## config.mk

```make
export PLATFORM = sky130hd
export DESIGN_NAME = board_glue_top
export DESIGN_NICKNAME = d
export VERILOG_FILES = /design/src/hw/board_glue_pkg.sv /design/src/hw/sys_ctrl_decode.sv /design/src/hw/digitizer_sync.sv /design/src/hw/osd_overlay_pipe.sv /design/src/hw/resync_led_stretch.sv /design/src/hw/board_glue_top.sv
export SDC_FILE = /design/constraint.sdc
export NUM_CORES = 1
export LEC_CHECK = 0
export BUFFER_PORTS_ARGS = -buffer_cell sky130_fd_sc_hd__buf_4
export CAP_MARGIN = 20
export CORE_AREA = 2 2 98 100
export DETAILED_ROUTE_END_ITERATION = 10
export DIE_AREA = 0 0 100 102
export GPL_TIMING_DRIVEN = 1
export HOLD_SLACK_MARGIN = 0.03
export PLACE_DENSITY = 0.74
export SLEW_MARGIN = 15
export SYNTH_ARGS = -nofsm -noshare
export SYNTH_HDL_FRONTEND = slang
export SYNTH_SLANG_ARGS = --single-unit
```

## constraint.sdc

```tcl
create_clock -name clk27 -period 2.4 [get_ports clk27]
set_clock_uncertainty 0.1 [all_clocks]
set_input_delay 0.36 -clock clk27 [delete_from_list [all_inputs] [get_ports clk27]]
set_output_delay 0.36 -clock clk27 [all_outputs]
set_load 0.005 [all_outputs]
```

## src/hw/board_glue_pkg.sv

```systemverilog
package board_glue_pkg;

    // ============================================================
    // widths
    // ============================================================
    localparam int color_w     = 8;
    localparam int ctrl_word_w = 32;  // host control word and controls word
    localparam int ir_code_w   = 16;
    localparam int ir_cnt_w    = 8;
    localparam int osd_color_w = 2;

    // bit positions inside the host control word
    localparam int ctrl_bit_hsync_pol  = 8;
    localparam int ctrl_bit_vsync_pol  = 9;
    localparam int ctrl_bit_vsync_type = 10;
    localparam int ctrl_bit_tp_en      = 12;
    localparam int ctrl_bit_csc_en     = 13;
    localparam int ctrl_bit_framelock  = 14;
    localparam int ctrl_bit_vip_select = 15;  // misc word bit, mapped here

    // ============================================================
    // grouped signals
    // ============================================================
    typedef struct packed {
        logic [color_w-1:0] r;
        logic [color_w-1:0] g;
        logic [color_w-1:0] b;
    } pixel_t;

    typedef struct packed {
        logic hsync;
        logic vsync;
        logic de;
    } vid_sync_t;

    typedef struct packed {
        logic                   enable;
        logic [osd_color_w-1:0] color;
    } osd_req_t;

    // decoded subset of the host control word
    typedef struct packed {
        logic vip_select;
        logic framelock;
        logic csc_en;
        logic testpattern_en;
        logic vsync_type;
        logic vsync_pol;
        logic hsync_pol;
    } ctrl_fields_t;

    // ============================================================
    // osd palette, index = color code
    // ============================================================
    localparam pixel_t osd_black  = 24'h000000;
    localparam pixel_t osd_blue   = 24'h0000ff;
    localparam pixel_t osd_yellow = 24'hffff00;
    localparam pixel_t osd_white  = 24'hffffff;

endpackage

```

## src/hw/sys_ctrl_decode.sv

```systemverilog
`timescale 1ns/10ps

module sys_ctrl_decode (
    input  logic                                   clk27,
    input  logic                                   sys_reset_n,
    input  logic [board_glue_pkg::ctrl_word_w-1:0] sys_ctrl_i,
    input  logic [board_glue_pkg::ir_code_w-1:0]   ir_code_i,
    input  logic                                   vsync_i,      // polarity corrected
    input  logic                                   resync_led_i,
    output board_glue_pkg::ctrl_fields_t           fields_o,
    output logic                                   vs_flag_o,
    output logic [7:0]                             led_o
);

    logic ir_code_zero;

    // one register stage on the host word
    always_ff @(posedge clk27 or negedge sys_reset_n) begin
        if (!sys_reset_n) begin
            fields_o <= '0;
        end else begin
            fields_o.hsync_pol      <= sys_ctrl_i[board_glue_pkg::ctrl_bit_hsync_pol];
            fields_o.vsync_pol      <= sys_ctrl_i[board_glue_pkg::ctrl_bit_vsync_pol];
            fields_o.vsync_type     <= sys_ctrl_i[board_glue_pkg::ctrl_bit_vsync_type];
            fields_o.testpattern_en <= sys_ctrl_i[board_glue_pkg::ctrl_bit_tp_en];
            fields_o.csc_en         <= sys_ctrl_i[board_glue_pkg::ctrl_bit_csc_en];
            fields_o.framelock      <= sys_ctrl_i[board_glue_pkg::ctrl_bit_framelock];
            fields_o.vip_select     <= sys_ctrl_i[board_glue_pkg::ctrl_bit_vip_select];
        end
    end

    // polled by host and held low while test pattern runs
    assign vs_flag_o = ~vsync_i & ~fields_o.testpattern_en;

    assign ir_code_zero = (ir_code_i == '0);

    // led 7 ir idle, led 1 resync, led 0 framelock
    assign led_o = {
        ir_code_zero,
        5'b00000,
        resync_led_i,
        fields_o.framelock
    };

    // led 0 shows the framelock bit one cycle after the host writes it
    a_led_framelock_delay: assert property (
        @(posedge clk27) disable iff (!sys_reset_n)
        $past(sys_reset_n) |->
            led_o[0] == $past(sys_ctrl_i[board_glue_pkg::ctrl_bit_framelock])
    );

endmodule

```

## src/hw/digitizer_sync.sv

```systemverilog
`timescale 1ns/10ps

module digitizer_sync #(
    parameter int SYNC_STAGES = 2
) (
    input  logic                                   clk27,
    input  logic                                   sys_reset_n,
    input  logic                                   isl_hsync_i,
    input  logic                                   isl_vsync_i,
    input  logic                                   isl_fid_i,
    input  logic [1:0]                             key_i,        // active low
    input  logic [board_glue_pkg::ir_code_w-1:0]   ir_code_i,
    input  logic [board_glue_pkg::ir_cnt_w-1:0]    ir_code_cnt_i,
    input  logic                                   hsync_pol_i,
    input  logic                                   vsync_pol_i,
    output logic                                   hsync_o,
    output logic                                   vsync_o,
    output logic                                   fid_o,
    output logic [board_glue_pkg::ctrl_word_w-1:0] controls_o
);

    logic [SYNC_STAGES-1:0][4:0] sync_q;    // {hsync, vsync, fid, key1, key0}
    logic [4:0]                  sync_out;
    logic [5:0]                  key_bits;

    // ============================================================
    // synchronizer chains sharing one shift structure
    // ============================================================
    always_ff @(posedge clk27 or negedge sys_reset_n) begin
        if (!sys_reset_n) begin
            sync_q <= '1;  // keys read as released
        end else begin
            sync_q[0] <= {isl_hsync_i, isl_vsync_i, isl_fid_i, key_i};
            for (int i = 1; i < SYNC_STAGES; i++) begin
                sync_q[i] <= sync_q[i-1];
            end
        end
    end

    assign sync_out = sync_q[SYNC_STAGES-1];

    // polarity bit 1 means the digitizer drives active-high syncs
    assign hsync_o = sync_out[4] ^ hsync_pol_i;
    assign vsync_o = sync_out[3] ^ vsync_pol_i;
    assign fid_o   = sync_out[2];

    // key layout as the host software expects it
    assign key_bits   = {sync_out[1], 1'b1, sync_out[0], 3'b111};
    assign controls_o = {2'b00, key_bits, ir_code_cnt_i, ir_code_i};

    // keys reach the controls word after the full chain
    a_controls_key_delay: assert property (
        @(posedge clk27) disable iff (!sys_reset_n)
        $past(sys_reset_n, SYNC_STAGES) |->
            {controls_o[29], controls_o[27]} == $past(key_i, SYNC_STAGES)
    );

endmodule

```

## src/hw/osd_overlay_pipe.sv

```systemverilog
`timescale 1ns/10ps

module osd_overlay_pipe (
    input  logic                      clk27,
    input  logic                      sys_reset_n,
    input  board_glue_pkg::pixel_t    pix_i,
    input  board_glue_pkg::vid_sync_t sync_i,
    input  board_glue_pkg::osd_req_t  osd_i,
    output board_glue_pkg::pixel_t    tx_pix_o,
    output board_glue_pkg::vid_sync_t tx_sync_o
);

    board_glue_pkg::pixel_t    osd_pix;
    board_glue_pkg::pixel_t    pix_s1;
    board_glue_pkg::vid_sync_t sync_s1;

    // ============================================================
    // palette lookup
    // ============================================================
    always_comb begin
        case (osd_i.color)
            2'd0: osd_pix = board_glue_pkg::osd_black;
            2'd1: osd_pix = board_glue_pkg::osd_blue;
            2'd2: osd_pix = board_glue_pkg::osd_yellow;
            default: osd_pix = board_glue_pkg::osd_white;
        endcase
    end

    // stage 1 substitution
    always_ff @(posedge clk27 or negedge sys_reset_n) begin
        if (!sys_reset_n) begin
            pix_s1  <= '0;
            sync_s1 <= '0;
        end else begin
            pix_s1  <= osd_i.enable ? osd_pix : pix_i;
            sync_s1 <= sync_i;  // keep syncs aligned with pixel
        end
    end

    // stage 2 toward the transmitter
    always_ff @(posedge clk27 or negedge sys_reset_n) begin
        if (!sys_reset_n) begin
            tx_pix_o  <= '0;
            tx_sync_o <= '0;
        end else begin
            tx_pix_o  <= pix_s1;
            tx_sync_o <= sync_s1;
        end
    end

    // an overlay request must show up as a palette color two cycles on
    a_osd_palette_out: assert property (
        @(posedge clk27) disable iff (!sys_reset_n)
        osd_i.enable |-> ##2 (
            (tx_pix_o == board_glue_pkg::osd_black)  ||
            (tx_pix_o == board_glue_pkg::osd_blue)   ||
            (tx_pix_o == board_glue_pkg::osd_yellow) ||
            (tx_pix_o == board_glue_pkg::osd_white)
        )
    );

endmodule

```

## src/hw/resync_led_stretch.sv

```systemverilog
`timescale 1ns/10ps

module resync_led_stretch #(
    parameter int SYNC_STAGES   = 2,
    parameter int LED_STRETCH_W = 24
) (
    input  logic clk27,
    input  logic sys_reset_n,
    input  logic resync_strobe_i,  // async
    output logic led_o
);

    logic [SYNC_STAGES-1:0]   strobe_sync_q;
    logic                     strobe_prev_q;
    logic                     strobe_rise;
    logic [LED_STRETCH_W-1:0] led_ctr_q;

    assign strobe_rise = strobe_sync_q[SYNC_STAGES-1] & ~strobe_prev_q;

    always_ff @(posedge clk27 or negedge sys_reset_n) begin
        if (!sys_reset_n) begin
            strobe_sync_q <= '0;
            strobe_prev_q <= 1'b0;
            led_ctr_q     <= '0;
        end else begin
            strobe_sync_q[0] <= resync_strobe_i;
            for (int i = 1; i < SYNC_STAGES; i++) begin
                strobe_sync_q[i] <= strobe_sync_q[i-1];
            end
            strobe_prev_q <= strobe_sync_q[SYNC_STAGES-1];

            if (strobe_rise) begin
                led_ctr_q <= '1;  // retrigger while lit
            end else if (led_ctr_q != '0) begin
                led_ctr_q <= led_ctr_q - 1'b1;
            end
        end
    end

    assign led_o = (led_ctr_q != '0);

    a_ctr_only_reload_up: assert property (
        @(posedge clk27) disable iff (!sys_reset_n)
        (led_ctr_q > $past(led_ctr_q)) |-> (&led_ctr_q)
    );

endmodule

```

## src/hw/board_glue_top.sv

```systemverilog
`timescale 1ns/10ps

module board_glue_top #(
    parameter int SYNC_STAGES   = 2,
    parameter int LED_STRETCH_W = 24
) (
    input  logic                                   clk27,
    input  logic                                   sys_reset_n,
    input  logic [board_glue_pkg::ctrl_word_w-1:0] sys_ctrl_i,
    input  logic                                   isl_hsync_i,
    input  logic                                   isl_vsync_i,
    input  logic                                   isl_fid_i,
    input  logic [1:0]                             key_i,
    input  logic [board_glue_pkg::ir_code_w-1:0]   ir_code_i,
    input  logic [board_glue_pkg::ir_cnt_w-1:0]    ir_code_cnt_i,
    input  board_glue_pkg::pixel_t                 pix_i,
    input  board_glue_pkg::vid_sync_t              sync_i,
    input  board_glue_pkg::osd_req_t               osd_i,
    input  logic                                   resync_strobe_i,
    output logic [board_glue_pkg::ctrl_word_w-1:0] controls_o,
    output logic                                   vs_flag_o,
    output logic                                   hsync_o,
    output logic                                   vsync_o,
    output logic                                   fid_o,
    output board_glue_pkg::pixel_t                 tx_pix_o,
    output board_glue_pkg::vid_sync_t              tx_sync_o,
    output logic [7:0]                             led_o
);

    board_glue_pkg::ctrl_fields_t ctrl_fields;
    logic                         resync_led;

    // ============================================================
    // control and status
    // ============================================================
    sys_ctrl_decode u_ctrl (
        .clk27        (clk27),
        .sys_reset_n  (sys_reset_n),
        .sys_ctrl_i   (sys_ctrl_i),
        .ir_code_i    (ir_code_i),
        .vsync_i      (vsync_o),
        .resync_led_i (resync_led),
        .fields_o     (ctrl_fields),
        .vs_flag_o    (vs_flag_o),
        .led_o        (led_o)
    );

    digitizer_sync #(
        .SYNC_STAGES (SYNC_STAGES)
    ) u_sync (
        .clk27         (clk27),
        .sys_reset_n   (sys_reset_n),
        .isl_hsync_i   (isl_hsync_i),
        .isl_vsync_i   (isl_vsync_i),
        .isl_fid_i     (isl_fid_i),
        .key_i         (key_i),
        .ir_code_i     (ir_code_i),
        .ir_code_cnt_i (ir_code_cnt_i),
        .hsync_pol_i   (ctrl_fields.hsync_pol),
        .vsync_pol_i   (ctrl_fields.vsync_pol),
        .hsync_o       (hsync_o),
        .vsync_o       (vsync_o),
        .fid_o         (fid_o),
        .controls_o    (controls_o)
    );

    // ============================================================
    // pixel path and resync indicator
    // ============================================================
    osd_overlay_pipe u_osd (
        .clk27       (clk27),
        .sys_reset_n (sys_reset_n),
        .pix_i       (pix_i),
        .sync_i      (sync_i),
        .osd_i       (osd_i),
        .tx_pix_o    (tx_pix_o),
        .tx_sync_o   (tx_sync_o)
    );

    resync_led_stretch #(
        .SYNC_STAGES   (SYNC_STAGES),
        .LED_STRETCH_W (LED_STRETCH_W)
    ) u_resync (
        .clk27           (clk27),
        .sys_reset_n     (sys_reset_n),
        .resync_strobe_i (resync_strobe_i),
        .led_o           (resync_led)
    );

endmodule

```

Word level (Yosys, flattened, before mapping)

Cells that the tools add are included.
Widths: inputs -> output; s select.

Flip-flop bits (word level): 95
Bits in latches: 0
Memory bits (writable): 0
Bits in read-only memories: 0
Bits of input ports: 94
Output and inout bits: 71
Logic and storage cells: 39
Memories kept: 0

$add $sub $neg: 1
Multipliers: 0
Divide/modulo/power cells: 0
Order comparisons: 0
Equal/unequal tests: 2
Shift-type cells: 0
Mux-type cells: 4
Bitwise operators: 7
Reductions and logical operators: 4

Operators by type and width:

| kind                  | number |
|---|---|
| $mux 24               | 3 |
| $pmux 24 s3           | 1 |
| $reduce_bool 24->1    | 1 |
| $sub 24x1->24 const B | 1 |
| $logic_not 16->1      | 1 |
| $not 1->1             | 3 |
| $and 1x1->1           | 2 |
| $eq 2x1->1 const B    | 1 |
| $eq 2x2->1 const B    | 1 |
| $logic_not 2->1       | 1 |
| $reduce_bool 2->1     | 1 |
| $xor 1x1->1           | 2 |

Logic depth before layout (Yosys ltp)

Depth in word-level cells: 3
Gate-level depth with buffers: 9
Gate-level depth less buffers: 8

Hierarchy

A second synthesis with hierarchy kept.

Cell total of the unflattened synthesis: 298
Area total of the unflattened synthesis: 3,977.6 µm²

Modules (own cells, without submodules):

| module             | times used | cells an instance | area each (µm²) | seq. area each (µm²) |
|---|---|---|---|---|
| osd_overlay_pipe   | 1          | 82                | 1,752.9         | 1,351.3 |
| resync_led_stretch | 1          | 148               | 1,420.1         | 675.6 |
| digitizer_sync     | 1          | 46                | 528.0           | 262.8 |
| sys_ctrl_decode    | 1          | 22                | 276.5           | 175.2 |

Worst setup path after synthesis

OpenSTA, ideal clock, no wires.

Kind: reg-to-reg
Start point: register u_resync.led_ctr_q[6]
End point: register u_resync.led_ctr_q[23]
Setup time: 0.132 ns
Arrival time: 2.081 ns
Data required time: 2.168 ns
Setup slack: 0.087 ns
Cell stages (with the launch flop): 7
Buffers on the path: 1
Period minus slack after synthesis: 2.313 ns
Cell sequence: dfrtp_1 > or4_4 > buf_6 > nor4_4 > o211ai_4 > o31ai_2 > or3b_1

Cells in the longest elaborated chain, start to end: 3
Elaborated cells between the ends (all ways): 5
Those cells by class: 1 x add/sub; 2 x mux; 2 x reduce/logical

Ends and longest elaborated chain:

| what                   | line                     | text |
|---|---|---|
| from (decl)            | resync_led_stretch.sv:16 | `logic [LED_STRETCH_W-1:0] led_ctr_q;` |
| from (signal assigned) | resync_led_stretch.sv:35 | `led_ctr_q <= led_ctr_q - 1'b1;` |
| $sub 24x1->24          | resync_led_stretch.sv:35 |  |
| $mux 24                | resync_led_stretch.sv:34 | `end else if (led_ctr_q != '0) begin` |
| $mux 24                | resync_led_stretch.sv:32 | `if (strobe_rise) begin` |

Several ways; a longest one is shown, not always the timed one. The select of a mux whose other input is x is not followed.
A chain may end at the register's enable or synchronous reset.

Worst setup path after layout

Start point: register u_resync.led_ctr_q[5]
End point: output led_o[1]

Cells in the longest elaborated chain, start to end: 1

Ends and longest elaborated chain:

| what               | line                     | text |
|---|---|---|
| $reduce_bool 24->1 | resync_led_stretch.sv:40 | `assign led_o = (led_ctr_q != '0);` |
| to (decl)          | board_glue_top.sv:27     | `output logic [7:0] led_o` |

Every way passes these cells.

==> summary.txt <==
Outcome
  • Status: finished with violations
  • Failing checks: setup timing

Worst setup path
  • Worst-path fanout max: 5
  • R2r worst-path depth: 6
  • Type of origin of the critical path: flop
  • Endpoint class of the critical path: output pin
  • CP peak stage delay: 0.54 ns
  • Crit-path slowest cell: or4_4
  • Critical Path RT: 1.94 ns
  • Largest delay share family, worst path: simple AND/OR/NAND/NOR gates
  • WP data arrival: 1.97 ns
  • Cell chain of the critical path: or4_4 -> or3_4 -> nor2_4 -> inv_2 -> buf_6
  • RR Startpoint: u_resync.led_ctr_q[5]
  • Worst path bufs/invs: 2
  • Reg2Reg Setup Slack: 0.01 ns
  • FF-to-FF End: u_resync.led_ctr_q[17]
  • Type of the worst setup path: flop to output pin

Pwr
  • Switching Fraction: 26.2%
  • Sw Pwr: 0.861 mW
  • Leakage power figure: 2.23 nW
  • Comb power frac: 11.3%
  • Internal Power: 2.43 mW
  • Power Total: 3.29 mW
  • Clock power frac: 35.0%
  • Max IR drop VDD: 0.000365 V
  • Power density over the cells: 668 mW/mm^2
  • Seq pwr share: 53.7%

Drt
  • Drt total wl: 8010 um
  • Via density: 4.82
  • DRC: 0
  • Routed Antenna Nets: 0
  • TritonRoute pass-1 iters: 4
  • Initial DRC Count: 148
  • Drt wl/cell: 15.0 um
  • Vias: 2577

Global routing
  • Initial antenna violation count: 0
  • First-pass GRT wire length: 12400 um
  • Grt ovf: 0
  • Largest net degree at the start of global routing: 52
  • Total GRT Usage: 15.9%
  • Number of global-route vias before repair: 2498

Clocking
  • Clk root buf: clkbuf_8
  • CTS buffer count: 9
  • CTS tree: built
  • TritonCTS Sinks: 95
  • Max clock buf depth: 2
  • H-tree depth: 3
  • Clock latency on the worst-skew pair: 0.38 ns
  • Clock slew at reported path FFs: 0.11 ns

Timing
  • Rel. slew slack: 53.8%
  • Final setup margin: -0.0314 ns
  • Part of the cycle the worst path needs: 101%
  • Hold Fails Final Rpt: 0
  • Final setup violation count: 1
  • Peak Freq: 411 MHz
  • RSZ-0062 raised after global routing: yes
  • Max-slew violations: 0
  • Worst Tran Pin Value: 0.693 ns
  • Fin crit period: 2.43 ns
  • Worst Hold Margin: 0.108 ns

Synth
  • Seq cells post-synth: 95
  • Async set or reset register ratio after synthesis: 100%
  • Post-synth top area share: 57.0%
  • Dominant cell type by area after synthesis: dfrtp_1
  • Post-Syn Area: 0.00373 mm^2
  • Synth Warn #: 0
  • Mean Syn Cell Area: 12.0 um^2
  • Number of flops mapped to enable cells by yosys: 0
  • Cell variety after synth: 44
  • Post-synthesis sequential area ratio: 64.1%
  • Synth top cells by count: dfrtp_1 (85), buf_4 (40), o21ai_0 (28), inv_1 (27), nand2_1 (14)
  • Mapped Cells: 311
  • Top-count cell post-synth: dfrtp_1
  • Main flop type after synthesis: dfrtp_1
  • Top post-synthesis cells by area: dfrtp_1 (57%), buf_4 (8.0%), dfstp_2 (7.0%)

Floorplan
  • Core Area: 0.00911 mm^2
  • Initial Util: 41.0%
  • Full die area: 0.0102 mm^2
  • Chip Width: 100 um
  • Row count: 35
  • I/O Pins: 165
  • Chip height: 102 um

Hold path
  • Min-delay src: pix_i[12]
  • Hold WC Path Type: primary input to flop
  • Hold EP: u_osd.pix_s1[12]
  • Hold path depth: 3

Layout
  • Filler instances: 742
  • Final Util: 54.1%
  • Antenna cells: 0
  • Layout cells sized above 1: 40.3%
  • Nets: 515
  • Area delta synth->final: 32.0%

Placed design
  • GP Congestion: 0.824
  • Half-perimeter wire length after placement: 5450 um
  • I/O Buffers: 109

Flow run
  • Max-cap violations: 0
## power groups by stage
stage / Clock [mW] / Sequential, mW / Combinational [mW]
floorplan: 0 / 1.78 / 0.145
global placement: 0 / 1.79 / 0.318
detailed placement: 0 / 1.79 / 0.332
CTS: 1.17 / 1.76 / 0.353
global route: 1.24 / 1.78 / 0.415
finish: 1.15 / 1.77 / 0.371
## kinds of logic after synthesis
logic type | after synthesis | synth area share [%]
xor+xnor | 11 | 2.58
compound gates | 53 | 8.69
simple gates | 71 | 11.8
flops | 95 | 64.1
fa+ha+maj | 2 | 0.671
other cells | 2 | 0.201
buf+inv | 77 | 12.0
## area by class of cell
class / instances / area, um^2 / share of cell area [%]
clock buffer: 9 / 124 / 2.51
clock inverter: 7 / 100 / 2.03
inverter: 28 / 105 / 2.13
multi-input combinational: 148 / 983 / 20.0
sequential: 95 / 2390 / 48.5
tap: 111 / 139 / 2.82
timing repair buffer: 137 / 1080 / 22.0
## stage by stage
step	setup TNS, ns	instances	setup WS (ns)	instance area, um^2
after floorplan	0	320	0.0874	3760
after global placement	0	499	0.0771	4450
after detailed placement	0	499	0.0375	4450
after CTS	-0.0502	532	-0.0502	4870
after global routing	-0.143	535	-0.0928	4930
final	-0.0314	535	-0.0314	4930
## state kept, by name, indices dropped and copies added (netlist names)
| register | cells |
|---|---|
| u_ctrl.fields_o | 4 |
| u_sync.sync_out | 5 |
| u_sync.sync_q | 5 |
| u_osd.pix_s1 | 24 |
| u_resync.strobe_prev_q | 1 |
| u_osd.sync_s1 | 3 |
| u_osd.tx_sync_o | 3 |
| u_resync.strobe_sync_q | 2 |
| u_osd.tx_pix_o | 24 |
| u_resync.led_ctr_q | 24 |
## worst min-delay path: cells and delay by family
| family | cells | cell delay [ns] |
|---|---|---|
| buffers and inverters | 2 | 0.15 |
| AO/OA/AOI/OAI | 1 | 0.06 |
## metal layers
metal	up-vias	part of all wire, %	GRT usage (%)
met5	-	0	0
met4	0	2.5	7.27
met3	18	5.0	3.08
met2	90	53	28.8
met1	1256	39	18.5
li1	1213	-	-
## placed cells by master, fill, tap and decap left out, types with 2 or more instances in the layout
cell / Yosys / routed
a21oi_1: 6 / 6
a31oi_1: 2 / 2
and3_1: 4 / 4
and4_1: 2 / 2
buf_4: 40 / 120
buf_6: 1 / 2
clkbuf_8: 0 / 9
clkinv_4: 0 / 2
clkinv_8: 0 / 2
conb_1: 2 / 11
dfrtp_1: 85 / 84
dfstp_2: 10 / 10
dlygate4sd3_1: 0 / 14
inv_1: 27 / 25
inv_2: 1 / 3
nand2_1: 14 / 14
nand3_1: 6 / 6
nand4_1: 2 / 2
nor2_1: 9 / 9
nor3_1: 4 / 4
nor4_1: 6 / 6
nor4_2: 4 / 3
nor4_4: 1 / 2
o21ai_0: 28 / 28
o21ai_1: 4 / 4
o31ai_1: 6 / 6
o41ai_1: 2 / 2
or3_1: 6 / 4
or3_4: 1 / 3
or4_1: 4 / 3
or4_4: 1 / 2
xnor2_1: 3 / 3
xor2_1: 8 / 8
## worst max path at each step
stage | cells past startpoint | from | slack (ns) | endpoint
finish | 5 | u_resync.led_ctr_q[5] | -0.03 | led_o[1]
global route | 5 | u_resync.led_ctr_q[5] | -0.09 | led_o[1]
CTS | 5 | u_resync.led_ctr_q[5] | -0.05 | led_o[1]
detailed placement | 8 | u_resync.led_ctr_q[0] | 0.04 | u_resync.led_ctr_q[22]
global placement | 5 | u_resync.led_ctr_q[8] | 0.08 | u_resync.led_ctr_q[23]
floorplan | 6 | u_resync.led_ctr_q[6] | 0.09 | u_resync.led_ctr_q[23]
## repair_timing
| item | CTS | global route |
|---|---|---|
| cloned | 0 | 0 |
| hold buffers | 14 | 0 |
| endpoints found under the hold margin | 49 | 0 |
| pin swaps | 5 | 2 |
| setup endpoints to repair | 1 | 6 |
| setup buffers | 3 | 3 |
| resized for setup | 6 | 9 |
No activity file was read; power rests on OpenSTA's default activity.
